**config.mk**
```make
export PLATFORM = sky130hd
export DESIGN_NAME = renkon_conv_top
export DESIGN_NICKNAME = d
export VERILOG_FILES = /design/src/logic/renkon_pkg.sv /design/src/logic/mem_sp.sv /design/src/logic/renkon_linebuf_pad.sv /design/src/logic/renkon_linebuf_ctrl.sv /design/src/logic/renkon_conv_mac.sv /design/src/logic/renkon_apb_regs.sv /design/src/logic/renkon_conv_top.sv
export SDC_FILE = /design/constraint.sdc
export NUM_CORES = 2
export LEC_CHECK = 0
export CAP_MARGIN = 20
export CELL_PAD_IN_SITES_DETAIL_PLACEMENT = 0
export CELL_PAD_IN_SITES_GLOBAL_PLACEMENT = 1
export CORE_MARGIN = 2
export CORE_UTILIZATION = 31
export DETAILED_ROUTE_END_ITERATION = 10
export DONT_BUFFER_PORTS = 1
export GPL_TIMING_DRIVEN = 0
export PLACE_DENSITY_LB_ADDON = 0.25
export SETUP_SLACK_MARGIN = 0.3
export SYNTH_ARGS = -nofsm -noshare
export SYNTH_HDL_FRONTEND = slang
export SYNTH_SLANG_ARGS = --single-unit
```
**constraint.sdc**
```tcl
create_clock -name clk -period 9.4 [get_ports clk]
set_input_delay 1.88 -clock clk [delete_from_list [all_inputs] [get_ports clk]]
set_output_delay 1.88 -clock clk [all_outputs]
set_load 0.02 [all_outputs]
```
**src/logic/renkon_pkg.sv**
```systemverilog
package renkon_pkg;

  // Data widths
  localparam int DWIDTH  = 8;                 // Pixel and weight
  localparam int RWIDTH  = 20;                // Nine 8x8 products fit
  localparam int SWIDTH  = 5;                 // Image size and coordinates
  localparam int PAWIDTH = 8;                 // APB address
  localparam int PDWIDTH = 32;                // APB data

  // Kernel and image geometry
  localparam int FIL     = 3;
  localparam int PAD     = 1;
  localparam int WINSIZE = FIL * FIL;         // Window registers
  localparam int MAX_IMG = 16;
  localparam int BUFLINE = 4;                 // Rotating line memories
  localparam int BUFSIZE = MAX_IMG + 2 * PAD; // Words per line incl. pad columns
  localparam int AWIDTH  = $clog2(BUFSIZE);

  typedef logic signed [DWIDTH-1:0] pixel_t;
  typedef logic signed [RWIDTH-1:0] result_t;
  typedef logic [AWIDTH-1:0]        addr_t;
  typedef logic [SWIDTH-1:0]        size_t;
  typedef logic [2:0]               line_sel_t;  // 0 is none, 1..4 pick a line

  // APB register map
  localparam logic [PAWIDTH-1:0] ADDR_CTRL    = 8'h00;
  localparam logic [PAWIDTH-1:0] ADDR_STATUS  = 8'h04;
  localparam logic [PAWIDTH-1:0] ADDR_PIXEL   = 8'h08;
  localparam logic [PAWIDTH-1:0] ADDR_WEIGHT0 = 8'h10;  // Nine words up to 0x30

  // Producer sequencing
  typedef enum logic [2:0] {
    IDLE,
    PAD_L,
    PIXEL,
    PAD_R,
    SWEEP,
    FLUSH
  } prod_state_t;

endpackage

```
**src/logic/mem_sp.sv**
```systemverilog
`timescale 1ns/1ps

module mem_sp (
  input  logic               clk,
  input  logic               mem_we,
  input  renkon_pkg::addr_t  mem_addr,
  input  renkon_pkg::pixel_t mem_wdata,
  output renkon_pkg::pixel_t mem_rdata
);

  renkon_pkg::pixel_t mem [renkon_pkg::BUFSIZE];

  always_ff @(posedge clk) begin
    if (mem_we) begin
      mem[mem_addr] <= mem_wdata;
    end
    mem_rdata <= mem[mem_addr];  // Old word on a write cycle
  end

endmodule

```
**src/logic/renkon_linebuf_pad.sv**
```systemverilog
`timescale 1ns/1ps

module renkon_linebuf_pad (
  input  logic                       clk,
  input  logic                       xrst,
  input  logic                       buf_wcol,
  input  logic [renkon_pkg::FIL-1:0] buf_rrow,
  input  renkon_pkg::line_sel_t      buf_wsel,
  input  renkon_pkg::line_sel_t      buf_rsel,
  input  logic                       buf_we,
  input  renkon_pkg::addr_t          buf_addr,
  input  renkon_pkg::pixel_t         buf_input,
  output renkon_pkg::pixel_t         buf_output [renkon_pkg::WINSIZE]
);

  logic [renkon_pkg::BUFLINE-1:0] mem_we;
  renkon_pkg::pixel_t             mem_wdata;
  renkon_pkg::pixel_t             mem_rdata [renkon_pkg::BUFLINE];
  renkon_pkg::pixel_t             row_mux [renkon_pkg::FIL];
  renkon_pkg::pixel_t             win [renkon_pkg::WINSIZE];

  assign mem_wdata  = buf_wcol ? buf_input : '0;  // Pad columns store zero
  assign buf_output = win;

  for (genvar i = 0; i < renkon_pkg::BUFLINE; i++) begin : g_line
    assign mem_we[i] = buf_we && (buf_wsel == renkon_pkg::line_sel_t'(i + 1));

    mem_sp u_mem (
      .clk       (clk),
      .mem_we    (mem_we[i]),
      .mem_addr  (buf_addr),
      .mem_wdata (mem_wdata),
      .mem_rdata (mem_rdata[i])
    );
  end

  // Window row i reads line (i + rotation) mod 4
  for (genvar i = 0; i < renkon_pkg::FIL; i++) begin : g_mux
    assign row_mux[i] = (buf_rsel == '0) ? '0 :
        mem_rdata[(i + int'(buf_rsel) - 1) % renkon_pkg::BUFLINE];
  end

  for (genvar i = 0; i < renkon_pkg::FIL; i++) begin : g_row
    for (genvar j = 0; j < renkon_pkg::FIL; j++) begin : g_col
      if (j == renkon_pkg::FIL - 1) begin : g_right
        always_ff @(posedge clk) begin
          if (!xrst) begin
            win[renkon_pkg::FIL*i + j] <= '0;
          end else if (buf_rrow[i]) begin
            win[renkon_pkg::FIL*i + j] <= row_mux[i];
          end else begin
            win[renkon_pkg::FIL*i + j] <= '0;  // Disabled row reads as pad
          end
        end
      end else begin : g_shift
        always_ff @(posedge clk) begin
          if (!xrst) begin
            win[renkon_pkg::FIL*i + j] <= '0;
          end else begin
            win[renkon_pkg::FIL*i + j] <= win[renkon_pkg::FIL*i + j + 1];
          end
        end
      end
    end
  end

endmodule

```
**src/logic/renkon_linebuf_ctrl.sv**
```systemverilog
`timescale 1ns/1ps

module renkon_linebuf_ctrl (
  input  logic                       clk,
  input  logic                       xrst,
  input  logic                       start,
  input  renkon_pkg::size_t          img_size,
  input  logic                       pix_req,
  input  renkon_pkg::pixel_t         pix_data,
  output logic                       pix_ack,
  output logic                       busy,
  output logic                       buf_we,
  output renkon_pkg::line_sel_t      buf_wsel,
  output logic                       buf_wcol,
  output renkon_pkg::addr_t          buf_addr,
  output renkon_pkg::pixel_t         buf_input,
  output logic [renkon_pkg::FIL-1:0] buf_rrow,
  output renkon_pkg::line_sel_t      buf_rsel,
  output logic                       win_valid,
  output renkon_pkg::size_t          win_row,
  output renkon_pkg::size_t          win_col
);

  renkon_pkg::prod_state_t    state;
  renkon_pkg::addr_t          col;        // Next pixel column, 1..img_size
  renkon_pkg::addr_t          sw_addr;    // Sweep read address
  renkon_pkg::addr_t          last_addr;  // Right pad column
  renkon_pkg::size_t          in_row;     // Completed input rows
  renkon_pkg::size_t          out_row;    // Row being swept
  logic [1:0]                 wline;      // Line taking the current input row
  logic [1:0]                 top_line;   // Line holding row out_row-1
  logic                       sweeping;
  logic                       issue_v;
  logic [renkon_pkg::FIL-1:0] row_en;
  logic [3:0]                 vld_pipe;   // Bit 1 is the window, bit 3 the result
  renkon_pkg::size_t          row_d [2];
  renkon_pkg::size_t          col_d [2];

  assign last_addr = renkon_pkg::addr_t'(img_size) + renkon_pkg::addr_t'(renkon_pkg::PAD);
  assign sweeping  = (state == renkon_pkg::SWEEP) || (state == renkon_pkg::FLUSH);
  assign issue_v   = sweeping && (sw_addr >= renkon_pkg::addr_t'(2 * renkon_pkg::PAD));

  // Bottom row is below the image during flush, top row above it on row 0
  assign row_en = {state != renkon_pkg::FLUSH, 1'b1, out_row != '0};

  always_ff @(posedge clk) begin
    if (!xrst) begin
      state    <= renkon_pkg::IDLE;
      col      <= renkon_pkg::addr_t'(1);
      sw_addr  <= '0;
      in_row   <= '0;
      out_row  <= '0;
      wline    <= '0;
      top_line <= 2'd3;
    end else if (start) begin
      state    <= renkon_pkg::PAD_L;
      col      <= renkon_pkg::addr_t'(1);
      sw_addr  <= '0;
      in_row   <= '0;
      out_row  <= '0;
      wline    <= '0;
      top_line <= 2'd3;  // Row -1 sits before line 0
    end else begin
      case (state)
        renkon_pkg::PAD_L: state <= renkon_pkg::PIXEL;
        renkon_pkg::PIXEL: begin
          if (pix_ack) begin
            if (col == renkon_pkg::addr_t'(img_size)) begin
              col   <= renkon_pkg::addr_t'(1);
              state <= renkon_pkg::PAD_R;
            end else begin
              col <= col + 1'b1;
            end
          end
        end
        renkon_pkg::PAD_R: begin
          in_row <= in_row + 1'b1;
          wline  <= wline + 1'b1;
          if (in_row != '0) begin
            state <= renkon_pkg::SWEEP;  // Rows r-1..r+1 are now stored
          end else begin
            state <= renkon_pkg::PAD_L;
          end
        end
        renkon_pkg::SWEEP, renkon_pkg::FLUSH: begin
          if (sw_addr == last_addr) begin
            sw_addr  <= '0;
            out_row  <= out_row + 1'b1;
            top_line <= top_line + 1'b1;
            if (state == renkon_pkg::FLUSH) begin
              state <= renkon_pkg::IDLE;
            end else if (in_row == img_size) begin
              state <= renkon_pkg::FLUSH;
            end else begin
              state <= renkon_pkg::PAD_L;
            end
          end else begin
            sw_addr <= sw_addr + 1'b1;
          end
        end
        default: ;
      endcase
    end
  end

  // Pixels outside an image are acked and dropped
  always_ff @(posedge clk) begin
    if (!xrst) begin
      pix_ack <= 1'b0;
    end else begin
      pix_ack <= pix_req && !pix_ack &&
                 ((state == renkon_pkg::PIXEL) || (state == renkon_pkg::IDLE));
    end
  end

  always_ff @(posedge clk) begin
    if (pix_req && !pix_ack) begin
      buf_input <= pix_data;
    end
  end

  always_comb begin
    buf_we   = 1'b0;
    buf_wcol = 1'b0;
    buf_addr = sw_addr;
    case (state)
      renkon_pkg::PAD_L: begin
        buf_we   = 1'b1;
        buf_addr = '0;
      end
      renkon_pkg::PAD_R: begin
        buf_we   = 1'b1;
        buf_addr = last_addr;
      end
      renkon_pkg::PIXEL: begin
        if (pix_ack) begin
          buf_we   = 1'b1;
          buf_wcol = 1'b1;
          buf_addr = col;
        end
      end
      default: ;
    endcase
  end

  assign buf_wsel = renkon_pkg::line_sel_t'({1'b0, wline}) + 3'd1;

  // Row selects line up with the memory read data
  always_ff @(posedge clk) begin
    if (!xrst) begin
      buf_rrow <= '0;
      buf_rsel <= '0;
      vld_pipe <= '0;
    end else begin
      buf_rrow <= sweeping ? row_en : '0;
      buf_rsel <= sweeping ? renkon_pkg::line_sel_t'({1'b0, top_line}) + 3'd1 : '0;
      vld_pipe <= {vld_pipe[2:0], issue_v};
    end
  end

  always_ff @(posedge clk) begin
    row_d[0] <= out_row;
    row_d[1] <= row_d[0];
    col_d[0] <= renkon_pkg::size_t'(sw_addr - renkon_pkg::addr_t'(2 * renkon_pkg::PAD));
    col_d[1] <= col_d[0];
  end

  assign win_valid = vld_pipe[1];
  assign win_row   = row_d[1];
  assign win_col   = col_d[1];
  assign busy      = (state != renkon_pkg::IDLE) || (vld_pipe != '0);

endmodule

```
**src/logic/renkon_conv_mac.sv**
```systemverilog
`timescale 1ns/1ps

module renkon_conv_mac (
  input  logic                clk,
  input  logic                xrst,
  input  logic                win_valid,
  input  renkon_pkg::size_t   win_row,
  input  renkon_pkg::size_t   win_col,
  input  renkon_pkg::pixel_t  window [renkon_pkg::WINSIZE],
  input  renkon_pkg::pixel_t  weight [renkon_pkg::WINSIZE],
  input  renkon_pkg::size_t   img_size,
  output logic                out_valid,
  output renkon_pkg::result_t out_data,
  output renkon_pkg::size_t   out_row,
  output renkon_pkg::size_t   out_col,
  output logic                done_pulse
);

  renkon_pkg::result_t prod [renkon_pkg::WINSIZE];
  renkon_pkg::result_t sum;
  renkon_pkg::size_t   row1;
  renkon_pkg::size_t   col1;
  renkon_pkg::size_t   last;
  logic                v1;

  // Stage one products
  always_ff @(posedge clk) begin
    for (int k = 0; k < renkon_pkg::WINSIZE; k++) begin
      prod[k] <= renkon_pkg::result_t'(window[k]) * renkon_pkg::result_t'(weight[k]);
    end
    row1 <= win_row;
    col1 <= win_col;
  end

  always_comb begin
    sum = '0;
    for (int k = 0; k < renkon_pkg::WINSIZE; k++) begin
      sum = sum + prod[k];
    end
  end

  // Stage two sum
  always_ff @(posedge clk) begin
    out_data <= sum;
    out_row  <= row1;
    out_col  <= col1;
  end

  always_ff @(posedge clk) begin
    if (!xrst) begin
      v1        <= 1'b0;
      out_valid <= 1'b0;
    end else begin
      v1        <= win_valid;
      out_valid <= v1;
    end
  end

  assign last       = img_size - 1'b1;
  assign done_pulse = out_valid && (out_row == last) && (out_col == last);  // Bottom right

endmodule

```
**src/logic/renkon_apb_regs.sv**
```systemverilog
`timescale 1ns/1ps

module renkon_apb_regs (
  input  logic                           clk,
  input  logic                           xrst,
  input  logic                           psel,
  input  logic                           penable,
  input  logic                           pwrite,
  input  logic [renkon_pkg::PAWIDTH-1:0] paddr,
  input  logic [renkon_pkg::PDWIDTH-1:0] pwdata,
  output logic [renkon_pkg::PDWIDTH-1:0] prdata,
  output logic                           pready,
  output logic                           pslverr,
  output renkon_pkg::size_t              img_size,
  output renkon_pkg::pixel_t             weight [renkon_pkg::WINSIZE],
  output logic                           start,
  output logic                           pix_req,
  output renkon_pkg::pixel_t             pix_data,
  input  logic                           pix_ack,
  input  logic                           busy,
  input  logic                           done_pulse
);

  logic                           access;
  logic                           is_ctrl;
  logic                           is_status;
  logic                           is_pixel;
  logic                           is_weight;
  logic                           in_map;
  logic                           wr_done;
  logic                           done;
  logic [renkon_pkg::PAWIDTH-1:0] wofs;
  logic [3:0]                     widx;

  assign access    = psel && penable;
  assign is_ctrl   = (paddr == renkon_pkg::ADDR_CTRL);
  assign is_status = (paddr == renkon_pkg::ADDR_STATUS);
  assign is_pixel  = (paddr == renkon_pkg::ADDR_PIXEL);
  assign wofs      = paddr - renkon_pkg::ADDR_WEIGHT0;
  assign widx      = wofs[5:2];
  assign is_weight = (paddr >= renkon_pkg::ADDR_WEIGHT0) && (wofs[1:0] == 2'b00) &&
                     (wofs <= 8'(4 * (renkon_pkg::WINSIZE - 1)));
  assign in_map    = is_ctrl || is_status || is_pixel || is_weight;

  // Pixel writes wait for the producer
  assign pix_req  = access && pwrite && is_pixel;
  assign pix_data = pwdata[renkon_pkg::DWIDTH-1:0];
  assign pready   = !pix_req || pix_ack;
  assign pslverr  = access && !in_map;
  assign wr_done  = access && pwrite && pready;

  always_ff @(posedge clk) begin
    if (!xrst) begin
      img_size <= '0;
      start    <= 1'b0;
      done     <= 1'b0;
      for (int k = 0; k < renkon_pkg::WINSIZE; k++) begin
        weight[k] <= '0;
      end
    end else begin
      start <= wr_done && is_ctrl;
      if (wr_done && is_ctrl) begin
        img_size <= pwdata[renkon_pkg::SWIDTH-1:0];
      end
      if (wr_done && is_weight) begin
        weight[widx] <= pwdata[renkon_pkg::DWIDTH-1:0];
      end
      if (wr_done && is_ctrl) begin
        done <= 1'b0;  // New image clears done
      end else if (done_pulse) begin
        done <= 1'b1;
      end
    end
  end

  always_comb begin
    prdata = '0;
    if (psel && !pwrite) begin
      if (is_ctrl) begin
        prdata[renkon_pkg::SWIDTH-1:0] = img_size;
      end else if (is_status) begin
        prdata[1:0] = {done, busy};
      end else if (is_weight) begin
        prdata[renkon_pkg::DWIDTH-1:0] = weight[widx];
      end
    end
  end

endmodule

```
**src/logic/renkon_conv_top.sv**
```systemverilog
`timescale 1ns/1ps

module renkon_conv_top (
  input  logic                           clk,
  input  logic                           xrst,
  input  logic                           psel,
  input  logic                           penable,
  input  logic                           pwrite,
  input  logic [renkon_pkg::PAWIDTH-1:0] paddr,
  input  logic [renkon_pkg::PDWIDTH-1:0] pwdata,
  output logic [renkon_pkg::PDWIDTH-1:0] prdata,
  output logic                           pready,
  output logic                           pslverr,
  output logic                           out_valid,
  output renkon_pkg::result_t            out_data,
  output renkon_pkg::size_t              out_row,
  output renkon_pkg::size_t              out_col
);

  renkon_pkg::size_t          img_size;
  renkon_pkg::pixel_t         weight [renkon_pkg::WINSIZE];
  logic                       start;
  logic                       pix_req;
  renkon_pkg::pixel_t         pix_data;
  logic                       pix_ack;
  logic                       busy;
  logic                       done_pulse;
  logic                       buf_we;
  renkon_pkg::line_sel_t      buf_wsel;
  logic                       buf_wcol;
  renkon_pkg::addr_t          buf_addr;
  renkon_pkg::pixel_t         buf_input;
  logic [renkon_pkg::FIL-1:0] buf_rrow;
  renkon_pkg::line_sel_t      buf_rsel;
  renkon_pkg::pixel_t         buf_output [renkon_pkg::WINSIZE];
  logic                       win_valid;
  renkon_pkg::size_t          win_row;
  renkon_pkg::size_t          win_col;

  renkon_apb_regs u_regs (
    .clk        (clk),
    .xrst       (xrst),
    .psel       (psel),
    .penable    (penable),
    .pwrite     (pwrite),
    .paddr      (paddr),
    .pwdata     (pwdata),
    .prdata     (prdata),
    .pready     (pready),
    .pslverr    (pslverr),
    .img_size   (img_size),
    .weight     (weight),
    .start      (start),
    .pix_req    (pix_req),
    .pix_data   (pix_data),
    .pix_ack    (pix_ack),
    .busy       (busy),
    .done_pulse (done_pulse)
  );

  renkon_linebuf_ctrl u_ctrl (
    .clk       (clk),
    .xrst      (xrst),
    .start     (start),
    .img_size  (img_size),
    .pix_req   (pix_req),
    .pix_data  (pix_data),
    .pix_ack   (pix_ack),
    .busy      (busy),
    .buf_we    (buf_we),
    .buf_wsel  (buf_wsel),
    .buf_wcol  (buf_wcol),
    .buf_addr  (buf_addr),
    .buf_input (buf_input),
    .buf_rrow  (buf_rrow),
    .buf_rsel  (buf_rsel),
    .win_valid (win_valid),
    .win_row   (win_row),
    .win_col   (win_col)
  );

  renkon_linebuf_pad u_buf (
    .clk        (clk),
    .xrst       (xrst),
    .buf_wcol   (buf_wcol),
    .buf_rrow   (buf_rrow),
    .buf_wsel   (buf_wsel),
    .buf_rsel   (buf_rsel),
    .buf_we     (buf_we),
    .buf_addr   (buf_addr),
    .buf_input  (buf_input),
    .buf_output (buf_output)
  );

  renkon_conv_mac u_mac (
    .clk        (clk),
    .xrst       (xrst),
    .win_valid  (win_valid),
    .win_row    (win_row),
    .win_col    (win_col),
    .window     (buf_output),
    .weight     (weight),
    .img_size   (img_size),
    .out_valid  (out_valid),
    .out_data   (out_data),
    .out_row    (out_row),
    .out_col    (out_col),
    .done_pulse (done_pulse)
  );

endmodule

```
==> reports/results.tsv <==
metric	value	unit
synthFlopType	edfxtp_1	
internal-power	0.007263	W
synth-seq-cells	1009	
insertion_delay	0.78	ns
totalWireLength	164.6	mm
htreeDepth	3	
hold_buffers	0	
port_buffers	0	
fin_crit_sh	73.01	%
layout_commonest_cell	inv_1	
tritoncts	done	
hold_violations	0	
async_flop_share	0	%
ctsResizeCount	0	
relSlewSlack	28.11	%
wl_per_cell	20.35	um
crit_type	input port to primary output	
worstMarginPinSlew	1.076	ns
syn-cell-area	61890	um^2
nFillCells	19920	
rows	164	
power.density	134.5	nW/um^2
rrSetupSlack	3.60	ns
multi_input_comb_area	31870	um^2
grt_max_degree	73	
num_vias	36910	
initial_core_util	31.09	%
ys_warn_count	0	
cts_setup_buffers	0	
clockBufferDepth	3	
worstSetupEndpointType	primary output	
ant_nets	0	
worst_ep_arrival_time	4.98	ns
clkTransAtPathRegs	0.06	ns
drt-pass1-iter-count	5	
synth_area_per_cell	11.98	um^2
rsz0062_at_grt	false	
core	199000	um^2
seq_area_frac_synth	42.08	%
switching_share	22.16	%
grt_use_total	16.40	%
hold_slack	0.3246	ns
antenna_found_initial	10	
die_h	450.8	um
gr-total-overflow	0	
synth_edf_count	584	
setup_viol_count_final	0	
clock_sinks	1009	
clock.fmax	0.1457	GHz
drt_iter0_drc	2254	
p_comb_share	1.8	%
fin_setup_tns	0	ns
dieArea	203200	um^2
fin_skew	0.08289	ns
p_seq_share	49.8	%
p_clk_share	48.4	%
die_w	450.8	um
hold_class	flop to flop	
final_cell_mix	inv_1, fa_1, edfxtp_1	
gp_congestion	0.8469	
via_per_inst	4.564	
max_cap_violations	0	
outcome	finished clean	
numCtsBuffers	108	
grt_pass1_vias	39480	
pin_count	110	
crit_required	7.52	ns
seqCellArea	26050	um^2
synth_cell_types	78	
finalCriticalPeriod	6.863	ns
p_leak	27.64	nW
p_sw	0.002068	W
fin_nets	6292	
final_layout_size_suffix_gt1_share	8.676	%
syn2layout_area_growth	12.11	%
root_buffer	clkbuf_16	
grt_pass1_wl	251.3	mm
slew_viol_final	0	
drcViolationCount	0	
syn-instance-count	5167	
critPathLaunchType	input port	
critPathMaxFanout	10	
ir_drop	161.2	uV
hpwlAfterDp	127.4	mm
-- metrics by stage --
step	setup slack (ns)	util, %	instances	instance area [um^2]	power [W]
floorplan	3.502	-	5190	61980	0.004836
global placement	2.555	32.81	7846	65300	0.004910
global route	2.289	34.86	8086	69380	0.009623
detailed placement	2.518	32.95	7880	65590	0.004912
finish	2.537	34.86	8087	69390	0.009332
CTS	2.501	34.85	8084	69370	0.009448
-- cells in the mapped netlist (all sizes together) (13+ instances only) --
cell type / n / area (um^2)
inv: 860 / 3228
fa: 610 / 12210
edfxtp: 584 / 17540
and2: 443 / 2774
dfxtp: 425 / 8508
nand2: 350 / 1314
ha: 302 / 3779
nor2: 192 / 720.7
mux4: 168 / 3784
xnor2: 149 / 1305
a21oi: 121 / 609.3
clkbuf: 116 / 435.4
o21ai: 107 / 539.3
nor2b: 77 / 481.7
nor3: 75 / 409.2
buf: 74 / 426.7
nand3: 62 / 315.3
a21boi: 61 / 457.9
a22oi: 45 / 337.8
xor2: 42 / 367.9
and3: 41 / 256.5
nand2b: 39 / 244.0
mux2i: 38 / 380.4
o21a: 34 / 255.2
nand4: 17 / 136.4
or3: 15 / 98.84
a211oi: 14 / 105.1
or4: 13 / 97.59
-- power groups by stage --
| stage | clock (W) | combinational [W] | sequential, W |
|---|---|---|---|
| floorplan | 0 | 0.0000968 | 0.00474 |
| global placement | 0 | 0.000164 | 0.00475 |
| detailed placement | 0 | 0.000166 | 0.00475 |
| CTS | 0.00463 | 0.000167 | 0.00465 |
| global route | 0.00480 | 0.000176 | 0.00465 |
| finish | 0.00452 | 0.000166 | 0.00465 |
-- cells by family after synthesis --
kind of cell | after synthesis | share of synthesized area, %
DFF | 1009 | 42.08
adders and majority gates | 912 | 25.84
buffers and inverters | 1051 | 6.615
muxes | 208 | 6.764
AOI/OAI and AO/OA | 440 | 4.482
and+or+nand+nor | 1354 | 11.47
xor gates and xnor gates | 192 | 2.741
other | 1 | 0.006059
-- routing by layer --
layer	global-route usage (%)	up-vias	routed length (um)
met5	0	-	0
met4	5.085	0	5367
met3	1.926	194	5431
met2	28.42	577	81310
met1	21.36	18850	72490
li1	-	17290	-
-- worst paths after layout --
check,startpoint,to,cells after the start
worst min register to register,u_ctrl.row_d[0][1]$_DFF_P_,u_ctrl.row_d[1][1]$_DFF_P_,0
worst max-delay path,paddr[4],prdata[0],8
worst max register to register,u_regs.weight[26]$_SDFFE_PN0P_,u_mac.prod[0][119]$_DFF_P_,17
worst min-delay path,u_ctrl.row_d[0][1]$_DFF_P_,u_ctrl.row_d[1][1]$_DFF_P_,0
-- state kept, by name, indices dropped and copies added, names as in the netlist, 8 cells and up --
| signal | cells |
|---|---|
| u_mac.out_data | 20 |
| u_buf.buf_output | 72 |
| u_ctrl.col_d | 10 |
| u_regs.weight | 72 |
| u_ctrl.buf_input | 8 |
| u_buf.g_line.u_mem.mem_rdata | 32 |
| u_buf.g_line.u_mem.mem | 576 |
| u_ctrl.row_d | 10 |
| u_mac.prod | 144 |
-- worst max-delay path: stages --
cell and delay (ns):
clkinv_1 0.23, ha_1 0.41, clkbuf_1 0.25, nor3_1 0.68, a22oi_1 0.19, o21ai_0 0.45, a21oi_1 0.18, a211oi_1 0.70
-- layout make-up --
| cell class | instances | share of cell area, % |
|---|---|---|
| inverter | 861 | 4.658 |
| buffer | 190 | 1.242 |
| sequential | 1009 | 37.54 |
| antenna | 2 | 0.007213 |
| multi-input combinational | 3130 | 45.92 |
| clock inverter | 67 | 1.226 |
| tap | 2656 | 4.789 |
| timing repair buffer | 35 | 0.3859 |
| clock buffer | 137 | 4.230 |
No activity file was read; power rests on OpenSTA's default activity.
